--- src/source/dac_spi_pkg.sv ---
package dac_spi_pkg;

    // Serializer states, one SPI frame then the LDAC strobe
    typedef enum logic [2:0] {
        IDLE,
        SELECT,
        SHIFT,
        DESELECT,
        LOAD
    } spi_state_t;

    // Half serial-clock periods from chip select high to LDAC low
    localparam int LDAC_GAP_HALVES = 2;

    // Width of the LDAC low pulse in half periods
    localparam int LDAC_WIDTH_HALVES = 2;

endpackage

--- src/source/dac_types_pkg.sv ---
package dac_types_pkg;

    // Width of the audio sample path
    localparam int SAMPLE_BITS = 16;

    // Gain word, unsigned fixed point
    localparam int GAIN_BITS = 8;

    // Fraction bits of gain_t, so 64 is unity
    localparam int GAIN_FRAC_BITS = 6;

    // Signed input sample, two's complement
    typedef logic signed [SAMPLE_BITS-1:0] sample_t;

    // DAC code in offset binary, 0x8000 is midscale
    typedef logic [SAMPLE_BITS-1:0] code_t;

    // Gain with range 0 to just under 4.0
    typedef logic [GAIN_BITS-1:0] gain_t;

endpackage

--- src/source/dac_spi_serializer.sv ---
module dac_spi_serializer
    import dac_types_pkg::*;
    import dac_spi_pkg::*;
#(
    parameter int RESOLUTION = 16,
    parameter int SCLK_DIV   = 4
) (
    input  logic  clk,
    input  logic  rst,

    // Code stream from the formatter
    input  logic  code_valid,
    input  code_t code,
    output logic  code_ready,
    output logic  busy,

    // DAC pins, SPI mode 0
    output logic  dac_cs_n,
    output logic  dac_sclk,
    output logic  dac_din,
    output logic  dac_ldac_n
);

    localparam int DIV_W = (SCLK_DIV > 2) ? $clog2(SCLK_DIV) : 1;
    localparam int BIT_W = $clog2(RESOLUTION) + 1;

    spi_state_t         state;
    logic [DIV_W-1:0]   div_cnt;
    logic [BIT_W-1:0]   bit_cnt;
    code_t              shift_reg;

    logic               take;
    logic               div_end;
    logic               last_bit;
    logic               bit_done;

    assign take     = (state == IDLE) && code_valid && code_ready;
    assign div_end  = (div_cnt == DIV_W'(SCLK_DIV - 1));
    assign last_bit = (bit_cnt == BIT_W'(RESOLUTION - 1));

    // End of a high half, the DAC has just sampled the current bit
    assign bit_done = (state == SHIFT) && div_end && dac_sclk;

    // Half-period divider, free running outside IDLE
    always_ff @(posedge clk or posedge rst) begin
        if (rst) begin
            div_cnt <= '0;
        end else if (state == IDLE || div_end) begin
            div_cnt <= '0;
        end else begin
            div_cnt <= div_cnt + 1'b1;
        end
    end

    // Data word, MSB leaves first
    always_ff @(posedge clk) begin
        if (take) begin
            shift_reg <= code;
        end else if (bit_done && !last_bit) begin
            shift_reg <= shift_reg << 1;
        end
    end

    always_ff @(posedge clk or posedge rst) begin
        if (rst) begin
            state      <= IDLE;
            bit_cnt    <= '0;
            code_ready <= 1'b1;
            busy       <= 1'b0;
            dac_cs_n   <= 1'b1;
            dac_sclk   <= 1'b0;
            dac_din    <= 1'b0;
            dac_ldac_n <= 1'b1;
        end else begin
            case (state)
                IDLE: begin
                    if (take) begin
                        state      <= SELECT;
                        code_ready <= 1'b0;
                        busy       <= 1'b1;
                        dac_cs_n   <= 1'b0;
                        dac_din    <= code[RESOLUTION-1];
                        bit_cnt    <= '0;
                    end else begin
                        code_ready <= 1'b1;
                    end
                end

                // First low half, MSB set up ahead of the first edge
                SELECT: begin
                    if (div_end) begin
                        dac_sclk <= 1'b1;
                        state    <= SHIFT;
                    end
                end

                SHIFT: begin
                    if (bit_done) begin
                        dac_sclk <= 1'b0;
                        if (last_bit) begin
                            dac_cs_n <= 1'b1;
                            dac_din  <= 1'b0;
                            bit_cnt  <= '0;
                            state    <= DESELECT;
                        end else begin
                            dac_din <= shift_reg[RESOLUTION-2];
                            bit_cnt <= bit_cnt + 1'b1;
                        end
                    end else if (div_end) begin
                        dac_sclk <= 1'b1;
                    end
                end

                // Bit counter now counts half periods of the gap
                DESELECT: begin
                    if (div_end) begin
                        if (bit_cnt == BIT_W'(LDAC_GAP_HALVES - 1)) begin
                            dac_ldac_n <= 1'b0;
                            bit_cnt    <= '0;
                            state      <= LOAD;
                        end else begin
                            bit_cnt <= bit_cnt + 1'b1;
                        end
                    end
                end

                LOAD: begin
                    if (div_end) begin
                        if (bit_cnt == BIT_W'(LDAC_WIDTH_HALVES - 1)) begin
                            dac_ldac_n <= 1'b1;
                            busy       <= 1'b0;
                            bit_cnt    <= '0;
                            state      <= IDLE;
                        end else begin
                            bit_cnt <= bit_cnt + 1'b1;
                        end
                    end
                end

                default: begin
                    state <= IDLE;
                end
            endcase
        end
    end

    // LDAC pulse only after the frame has closed
    a_cs_ldac_exclusive: assert property (
        @(posedge clk) disable iff (rst)
        !(!dac_cs_n && !dac_ldac_n)
    );

    a_sclk_idle_low: assert property (
        @(posedge clk) disable iff (rst)
        dac_cs_n |-> !dac_sclk
    );

endmodule

--- src/source/pmod_dac_stream.sv ---
module pmod_dac_stream
    import dac_types_pkg::*;
#(
    parameter int RESOLUTION = SAMPLE_BITS,
    parameter int FIFO_DEPTH = 8,
    parameter int SCLK_DIV   = 4
) (
    input  logic    clk,
    input  logic    rst,
    input  gain_t   gain,

    // Sample stream in
    input  logic    s_valid,
    input  sample_t s_data,
    output logic    s_ready,
    output logic    busy,

    // PMOD DAC pins
    output logic    dac_cs_n,
    output logic    dac_sclk,
    output logic    dac_din,
    output logic    dac_ldac_n
);

    logic    fifo_valid;
    logic    fifo_ready;
    sample_t fifo_data;

    logic    code_valid;
    logic    code_ready;
    code_t   code;

    // Absorbs bursts while the serial link drains slowly
    sample_fifo #(
        .FIFO_DEPTH (FIFO_DEPTH)
    ) i_sample_fifo (
        .clk        (clk),
        .rst        (rst),
        .in_valid   (s_valid),
        .in_data    (s_data),
        .in_ready   (s_ready),
        .out_valid  (fifo_valid),
        .out_ready  (fifo_ready),
        .out_data   (fifo_data)
    );

    sample_formatter #(
        .RESOLUTION (RESOLUTION)
    ) i_sample_formatter (
        .clk        (clk),
        .rst        (rst),
        .gain       (gain),
        .in_valid   (fifo_valid),
        .in_data    (fifo_data),
        .in_ready   (fifo_ready),
        .out_valid  (code_valid),
        .out_ready  (code_ready),
        .out_code   (code)
    );

    dac_spi_serializer #(
        .RESOLUTION (RESOLUTION),
        .SCLK_DIV   (SCLK_DIV)
    ) i_dac_spi_serializer (
        .clk        (clk),
        .rst        (rst),
        .code_valid (code_valid),
        .code       (code),
        .code_ready (code_ready),
        .busy       (busy),
        .dac_cs_n   (dac_cs_n),
        .dac_sclk   (dac_sclk),
        .dac_din    (dac_din),
        .dac_ldac_n (dac_ldac_n)
    );

endmodule

--- src/source/sample_fifo.sv ---
module sample_fifo
    import dac_types_pkg::*;
#(
    parameter int FIFO_DEPTH = 8
) (
    input  logic    clk,
    input  logic    rst,

    // Producer side
    input  logic    in_valid,
    input  sample_t in_data,
    output logic    in_ready,

    // Consumer side
    output logic    out_valid,
    input  logic    out_ready,
    output sample_t out_data
);

    localparam int PTR_W = $clog2(FIFO_DEPTH);
    localparam int CNT_W = PTR_W + 1;

    sample_t            mem [FIFO_DEPTH];
    logic [PTR_W-1:0]   wr_ptr;
    logic [PTR_W-1:0]   rd_ptr;
    logic [CNT_W-1:0]   count;
    logic               full;
    logic               wr_en;
    logic               rd_en;

    assign full      = (count == CNT_W'(FIFO_DEPTH));
    assign out_valid = (count != '0);
    assign out_data  = mem[rd_ptr];

    // A full buffer still takes a write when the head leaves this cycle
    assign in_ready = !full || out_ready;

    assign wr_en = in_valid && in_ready;
    assign rd_en = out_valid && out_ready;

    // Sample storage
    always_ff @(posedge clk) begin
        if (wr_en) begin
            mem[wr_ptr] <= in_data;
        end
    end

    // Pointers wrap on their own since the depth is a power of two
    always_ff @(posedge clk or posedge rst) begin
        if (rst) begin
            wr_ptr <= '0;
            rd_ptr <= '0;
            count  <= '0;
        end else begin
            if (wr_en) begin
                wr_ptr <= wr_ptr + 1'b1;
            end
            if (rd_en) begin
                rd_ptr <= rd_ptr + 1'b1;
            end
            if (wr_en && !rd_en) begin
                count <= count + 1'b1;
            end else if (rd_en && !wr_en) begin
                count <= count - 1'b1;
            end
        end
    end

    // Full with no read means nothing gets written next cycle
    a_no_overflow: assert property (
        @(posedge clk) disable iff (rst)
        (full && !rd_en) |=> (full && wr_ptr == $past(wr_ptr))
    );

endmodule

--- src/source/sample_formatter.sv ---
module sample_formatter
    import dac_types_pkg::*;
#(
    parameter int RESOLUTION = 16
) (
    input  logic    clk,
    input  logic    rst,
    input  gain_t   gain,

    // Samples from the FIFO
    input  logic    in_valid,
    input  sample_t in_data,
    output logic    in_ready,

    // Codes toward the serializer
    output logic    out_valid,
    input  logic    out_ready,
    output code_t   out_code
);

    // Room for sample times gain with the gain's sign bit added
    localparam int PROD_W = SAMPLE_BITS + GAIN_BITS + 1;

    localparam logic signed [PROD_W-1:0] SAT_MAX =
        (PROD_W'(1) << (RESOLUTION - 1)) - PROD_W'(1);
    localparam logic signed [PROD_W-1:0] SAT_MIN = ~SAT_MAX;

    localparam code_t CODE_MASK = (code_t'(1) << RESOLUTION) - code_t'(1);
    localparam code_t MIDSCALE  = code_t'(1) << (RESOLUTION - 1);

    logic signed [PROD_W-1:0] product;
    logic signed [PROD_W-1:0] scaled;
    sample_t                  clamped;
    code_t                    next_code;
    logic                     load;

    always_comb begin
        product = in_data * $signed({1'b0, gain});
        // Arithmetic shift, rounds toward minus infinity
        scaled  = product >>> GAIN_FRAC_BITS;
        if (scaled > SAT_MAX) begin
            clamped = SAT_MAX[SAMPLE_BITS-1:0];
        end else if (scaled < SAT_MIN) begin
            clamped = SAT_MIN[SAMPLE_BITS-1:0];
        end else begin
            clamped = scaled[SAMPLE_BITS-1:0];
        end
        // Offset binary is two's complement with the top bit flipped
        next_code = (code_t'(clamped) & CODE_MASK) ^ MIDSCALE;
    end

    // Stage accepts when empty or when its content leaves this cycle
    assign in_ready = !out_valid || out_ready;
    assign load     = in_valid && in_ready;

    always_ff @(posedge clk or posedge rst) begin
        if (rst) begin
            out_valid <= 1'b0;
        end else if (load) begin
            out_valid <= 1'b1;
        end else if (out_ready) begin
            out_valid <= 1'b0;
        end
    end

    always_ff @(posedge clk) begin
        if (load) begin
            out_code <= next_code;
        end
    end

    a_code_hold: assert property (
        @(posedge clk) disable iff (rst)
        (out_valid && !out_ready) |=> (out_valid && $stable(out_code))
    );

endmodule
--- config.mk ---
export PLATFORM = sky130hd
export DESIGN_NAME = pmod_dac_stream
export DESIGN_NICKNAME = d
export VERILOG_FILES = /design/src/source/dac_spi_pkg.sv /design/src/source/dac_types_pkg.sv /design/src/source/dac_spi_serializer.sv /design/src/source/pmod_dac_stream.sv /design/src/source/sample_fifo.sv /design/src/source/sample_formatter.sv
export SDC_FILE = /design/constraint.sdc
export NUM_CORES = 1
export LEC_CHECK = 0
export BUFFER_PORTS_ARGS = -buffer_cell sky130_fd_sc_hd__buf_2
export CAP_MARGIN = 20
export CORE_ASPECT_RATIO = 0.8
export CORE_MARGIN = 2
export CORE_UTILIZATION = 55
export DETAILED_ROUTE_END_ITERATION = 6
export HOLD_SLACK_MARGIN = 0.15
export PLACE_DENSITY_LB_ADDON = 0.12
export RECOVER_POWER = 50
export SLEW_MARGIN = 15
export SYNTH_ARGS = -nofsm -noshare
export SYNTH_HDL_FRONTEND = slang
export SYNTH_SLANG_ARGS = --single-unit
--- constraint.sdc ---
create_clock -name clk -period 7.6 [get_ports clk]
set_input_delay 1.52 -clock clk [delete_from_list [all_inputs] [get_ports clk]]
set_output_delay 1.52 -clock clk [all_outputs]
set_load 0.005 [all_outputs]
==> metrics.txt <==
# TYPE chip_impl_metric gauge
chip_impl_metric{name="critical_path_buf_inv_count",unit=""} 5
chip_impl_metric{name="synth_top_area_share",unit="%"} 38.5
chip_impl_metric{name="layout-area-overhead-vs-synth",unit="%"} 9.79
chip_impl_info{name="setup_repair_after_global_routing_missed_its_margin",value="no"} 1
chip_impl_metric{name="wl_met3",unit="um"} 1160
chip_impl_metric{name="worst_ir_drop_vdd",unit="mV"} 0.735
chip_impl_metric{name="synth-edff-count",unit=""} 159
chip_impl_metric{name="cts_hold_buf",unit=""} 0
chip_impl_info{name="yosysTopAreaCell",value="sky130_fd_sc_hd__edfxtp_1"} 1
chip_impl_info{name="crit_path_cell_trace",value="buf_4 > mux4_2 > mux2i_1 > nand2b_1 > fa_1 > inv_1 > fa_1 > fa_1 > inv_1 > fa_1 > inv_1 > ha_1 > a21oi_1 > o21ai_0 > or3_1 > a21oi_1 > o21ai_1 > xor2_1 > o31ai_2 > buf_4 > o21ai_1"} 1
chip_impl_metric{name="p_leak",unit="nW"} 5.51
chip_impl_metric{name="die_x",unit="um"} 172
chip_impl_info{name="endpoint_kind",value="flip-flop"} 1
chip_impl_metric{name="ctsHtreeMaxLevel",unit=""} 4
chip_impl_metric{name="timing.max_cap.violations",unit=""} 0
chip_impl_metric{name="clkTransAtPathRegs",unit="ns"} 0.07
chip_impl_metric{name="grt_remaining_overflow",unit=""} 0
chip_impl_metric{name="maxSlewViolCount",unit=""} 0
chip_impl_info{name="cts_root_buffer",value="sky130_fd_sc_hd__clkbuf_16"} 1
chip_impl_metric{name="cp_data_required_time",unit="ns"} 7.78
chip_impl_metric{name="cp_max_fo",unit=""} 24
chip_impl_metric{name="grtUsageTotal",unit="%"} 22.8
chip_impl_metric{name="finClkSkew",unit="ns"} 0.0140
chip_impl_info{name="rr_startpoint",value="i_sample_fifo.rd_ptr[1]"} 1
chip_impl_info{name="most_common_library_cell_in_the_layout_ignoring_fill_and_taps",value="sky130_fd_sc_hd__edfxtp_1"} 1
chip_impl_info{name="cpMaxStageDelayCell",value="sky130_fd_sc_hd__mux2i_1"} 1
chip_impl_info{name="critPathLaunch",value="i_sample_fifo.rd_ptr[1]"} 1
chip_impl_metric{name="synth_seq_cells",unit=""} 186
chip_impl_metric{name="core",unit="um^2"} 22300
chip_impl_metric{name="synth_sequential_area_ratio",unit="%"} 44.0
chip_impl_metric{name="synthesis.nets",unit=""} 1188
chip_impl_info{name="critPathTopFamily",value="adder cells"} 1
chip_impl_info{name="reg_to_reg_critical_path_endpoint",value="i_sample_formatter.out_code[1]"} 1
chip_impl_metric{name="timing.reg2reg.setup_slack",unit="ns"} 0.83
chip_impl_metric{name="drt_pre_antenna_iters",unit=""} 5
chip_impl_metric{name="placement_rows",unit=""} 49
chip_impl_metric{name="route.vias.total",unit=""} 7500
chip_impl_metric{name="final.fill_count",unit=""} 1796
chip_impl_info{name="highest_layer",value="met4"} 1
chip_impl_metric{name="routed-wl-met2",unit="um"} 10900
chip_impl_metric{name="min_period_over_period",unit="%"} 89.1
chip_impl_metric{name="grt_antenna_before_repair",unit=""} 0
chip_impl_info{name="hold_class",value="reg2reg"} 1
chip_impl_metric{name="yosys_warnings",unit=""} 0
chip_impl_info{name="yosys-top-cells-area",value="sky130_fd_sc_hd__edfxtp_1, sky130_fd_sc_hd__fa_1, sky130_fd_sc_hd__ha_1, sky130_fd_sc_hd__mux4_2, sky130_fd_sc_hd__dfrtp_1"} 1
chip_impl_metric{name="postSynthCellCount",unit=""} 1003
chip_impl_metric{name="ant_nets",unit=""} 0
chip_impl_metric{name="largest_register_ff_count",unit=""} 128
chip_impl_metric{name="worst_pin_slew",unit="ns"} 1.24
chip_impl_metric{name="cts_made_buffers",unit=""} 17
chip_impl_metric{name="grt_pass1_vias",unit=""} 7664
chip_impl_metric{name="drt-met1-wl",unit="um"} 12200
chip_impl_metric{name="die-height",unit="um"} 138
chip_impl_metric{name="power.density_cell_area",unit="nW/um^2"} 453
chip_impl_metric{name="routed_wirelength",unit="um"} 24500
chip_impl_metric{name="slew-limit-headroom",unit="%"} 17.4
chip_impl_metric{name="num_io_pins",unit=""} 33
chip_impl_info{name="criticalPathCategory",value="reg2reg"} 1
chip_impl_metric{name="delay_of_the_slowest_cell_on_the_worst_path",unit="ns"} 0.60
chip_impl_info{name="start_kind",value="flip-flop"} 1
chip_impl_metric{name="detailedRoute.firstIterationViolations",unit=""} 557
chip_impl_info{name="synthFlopType",value="sky130_fd_sc_hd__edfxtp_1"} 1
chip_impl_metric{name="largest_net_degree_at_the_start_of_global_routing",unit=""} 28
chip_impl_info{name="status",value="complete, no violations"} 1
chip_impl_metric{name="design.die.area",unit="um^2"} 23800
chip_impl_metric{name="total_power",unit="mW"} 6.17
chip_impl_metric{name="grt_first_pass_wirelength",unit="um"} 41200
chip_impl_metric{name="design.final.nets",unit=""} 1232
chip_impl_metric{name="post-route-drc-count",unit=""} 0
chip_impl_metric{name="tritoncts_num_sinks",unit=""} 186
chip_impl_info{name="most_frequent_cells_in_the_layout",value="sky130_fd_sc_hd__edfxtp_1, sky130_fd_sc_hd__inv_1, sky130_fd_sc_hd__fa_1, sky130_fd_sc_hd__nand2_1, sky130_fd_sc_hd__ha_1"} 1
chip_impl_metric{name="routed_wire_length_per_instance",unit="um"} 18.0
chip_impl_metric{name="placement.io_buffers",unit=""} 32
chip_impl_metric{name="cts_setup_buffers",unit=""} 0
chip_impl_info{name="cp_common_cell",value="sky130_fd_sc_hd__fa_1"} 1
chip_impl_metric{name="synth_area_per_cell",unit="um^2"} 12.4
chip_impl_metric{name="synthArstFlopShare",unit="%"} 14.5
chip_impl_metric{name="postCtsResizedCells",unit=""} 0
chip_impl_metric{name="finalWeightedCongestion",unit=""} 0.884
chip_impl_metric{name="utilization",unit="%"} 61.0
chip_impl_metric{name="antenna_diode_instance_count",unit=""} 0
chip_impl_metric{name="dp_hpwl",unit="um"} 17800
chip_impl_metric{name="final-hold-violation-count",unit=""} 0
chip_impl_metric{name="via_density_per_instance",unit=""} 5.49
chip_impl_info{name="cts_tree",value="done"} 1
chip_impl_metric{name="clock_path_buffers",unit=""} 2
chip_impl_metric{name="final_layout_size_suffix_gt1_share",unit="%"} 14.1
chip_impl_metric{name="clk_latency",unit="ns"} 0.44
chip_impl_metric{name="mappedNetlistArea",unit="um^2"} 12400
chip_impl_metric{name="final.setup.tns",unit="ns"} 0
chip_impl_metric{name="yosysUniqueCellTypes",unit=""} 64
chip_impl_metric{name="start_util",unit="%"} 55.6
chip_impl_metric{name="clock.fmax",unit="MHz"} 148
chip_impl_info{name="worst_hold_startpoint",value="i_dac_spi_serializer.div_cnt[0]"} 1
chip_impl_info{name="worstSetupEndpoint",value="i_sample_formatter.out_code[1]"} 1
chip_impl_metric{name="critical_path_arrival",unit="ns"} 6.95
chip_impl_metric{name="path_depth",unit=""} 21
chip_impl_metric{name="shortest_clock_period_the_worst_path_allows_after_layout",unit="ns"} 6.77
chip_impl_metric{name="min_path_cells",unit=""} 1
chip_impl_metric{name="worstRegToRegCells",unit=""} 21
chip_impl_metric{name="setup_viol",unit=""} 0
worst register-to-register path, delay by kind of cell, from the launching register on:
family                   cells  cell delay, ns
multiplexers                 2            0.97
AO/OA/AOI/OAI                6            1.25
buffers and inverters        5            0.83
flip-flops                   1            0.45
XOR/XNOR                     1            0.18
adder cells (fa/ha/maj)      5            2.26
AND/OR/NAND/NOR              2            0.59
Yosys cell counts (10+ instances only):
master / n
sky130_fd_sc_hd__nor3_1: 10
sky130_fd_sc_hd__o21ai_0: 20
sky130_fd_sc_hd__nand2_1: 63
sky130_fd_sc_hd__nand2b_1: 31
sky130_fd_sc_hd__clkbuf_1: 25
sky130_fd_sc_hd__mux4_2: 29
sky130_fd_sc_hd__o21ai_2: 11
sky130_fd_sc_hd__edfxtp_1: 159
sky130_fd_sc_hd__ha_1: 56
sky130_fd_sc_hd__and2_1: 23
sky130_fd_sc_hd__fa_1: 102
sky130_fd_sc_hd__xor2_1: 11
sky130_fd_sc_hd__nor2_1: 36
sky130_fd_sc_hd__nor2b_1: 51
sky130_fd_sc_hd__mux2_2: 23
sky130_fd_sc_hd__inv_1: 153
sky130_fd_sc_hd__mux2i_1: 12
sky130_fd_sc_hd__xnor2_1: 18
sky130_fd_sc_hd__a21oi_1: 34
sky130_fd_sc_hd__dfrtp_1: 24
sky130_fd_sc_hd__a21o_1: 11
sky130_fd_sc_hd__nand3_1: 11
worst min-delay path by stage:
stage                                           end  slack (ns)
global placement    i_dac_spi_serializer.div_cnt[0]        0.44
floorplan           i_dac_spi_serializer.div_cnt[0]        0.42
global route        i_dac_spi_serializer.div_cnt[0]        0.46
detailed placement  i_dac_spi_serializer.div_cnt[0]        0.44
CTS                 i_dac_spi_serializer.div_cnt[0]        0.45
finish              i_dac_spi_serializer.div_cnt[0]        0.45
power by group:
group	switching, mW	leakage (nW)	internal (mW)	total [mW]
Combinational	2.31	3.45	1.49	3.79
Clock	0.429	0.298	0.504	0.933
Sequential	0.0445	1.77	1.41	1.45
cells by family after synthesis:
group / synth area share (%)
AO/OA/AOI/OAI: 6.70
buffers and inverters: 5.85
multiplexers: 8.71
XOR/XNOR: 2.05
adder cells (fa/ha/maj): 22.1
flip-flops: 44.0
AND/OR/NAND/NOR: 10.6
metal layers:
layer  global-route usage, %  vias to the layer above
met2                    33.1                      171
li1                        -                     3503
met3                    4.12                       22
met4                    6.32                        0
met1                    35.4                     3804
met5                       0                        -
cell type report:
cell class | instances | area [um^2] | share of cell area (%)
Multi-Input combinational cell | 629 | 6240 | 45.8
Sequential cell | 186 | 5460 | 40.1
Inverter | 154 | 578 | 4.24
Clock buffer | 17 | 425 | 3.12
Tap cell | 306 | 383 | 2.81
Timing Repair Buffer | 59 | 344 | 2.53
Clock inverter | 15 | 191 | 1.41
stage by stage:
step / hold WS (ns) / cell area [um^2] / setup slack, ns / instances
2_1_floorplan: 0.419 / 12400 / 0.269 / 1003
3_3_place_gp: 0.436 / 13000 / 0.834 / 1331
3_5_place_dp: 0.439 / 13000 / 0.727 / 1332
4_1_cts: 0.450 / 13600 / 0.830 / 1364
5_1_grt: 0.457 / 13600 / 0.382 / 1366
6_report: 0.449 / 13600 / 0.831 / 1366
Note: power is estimated with default switching activity, not from simulation.
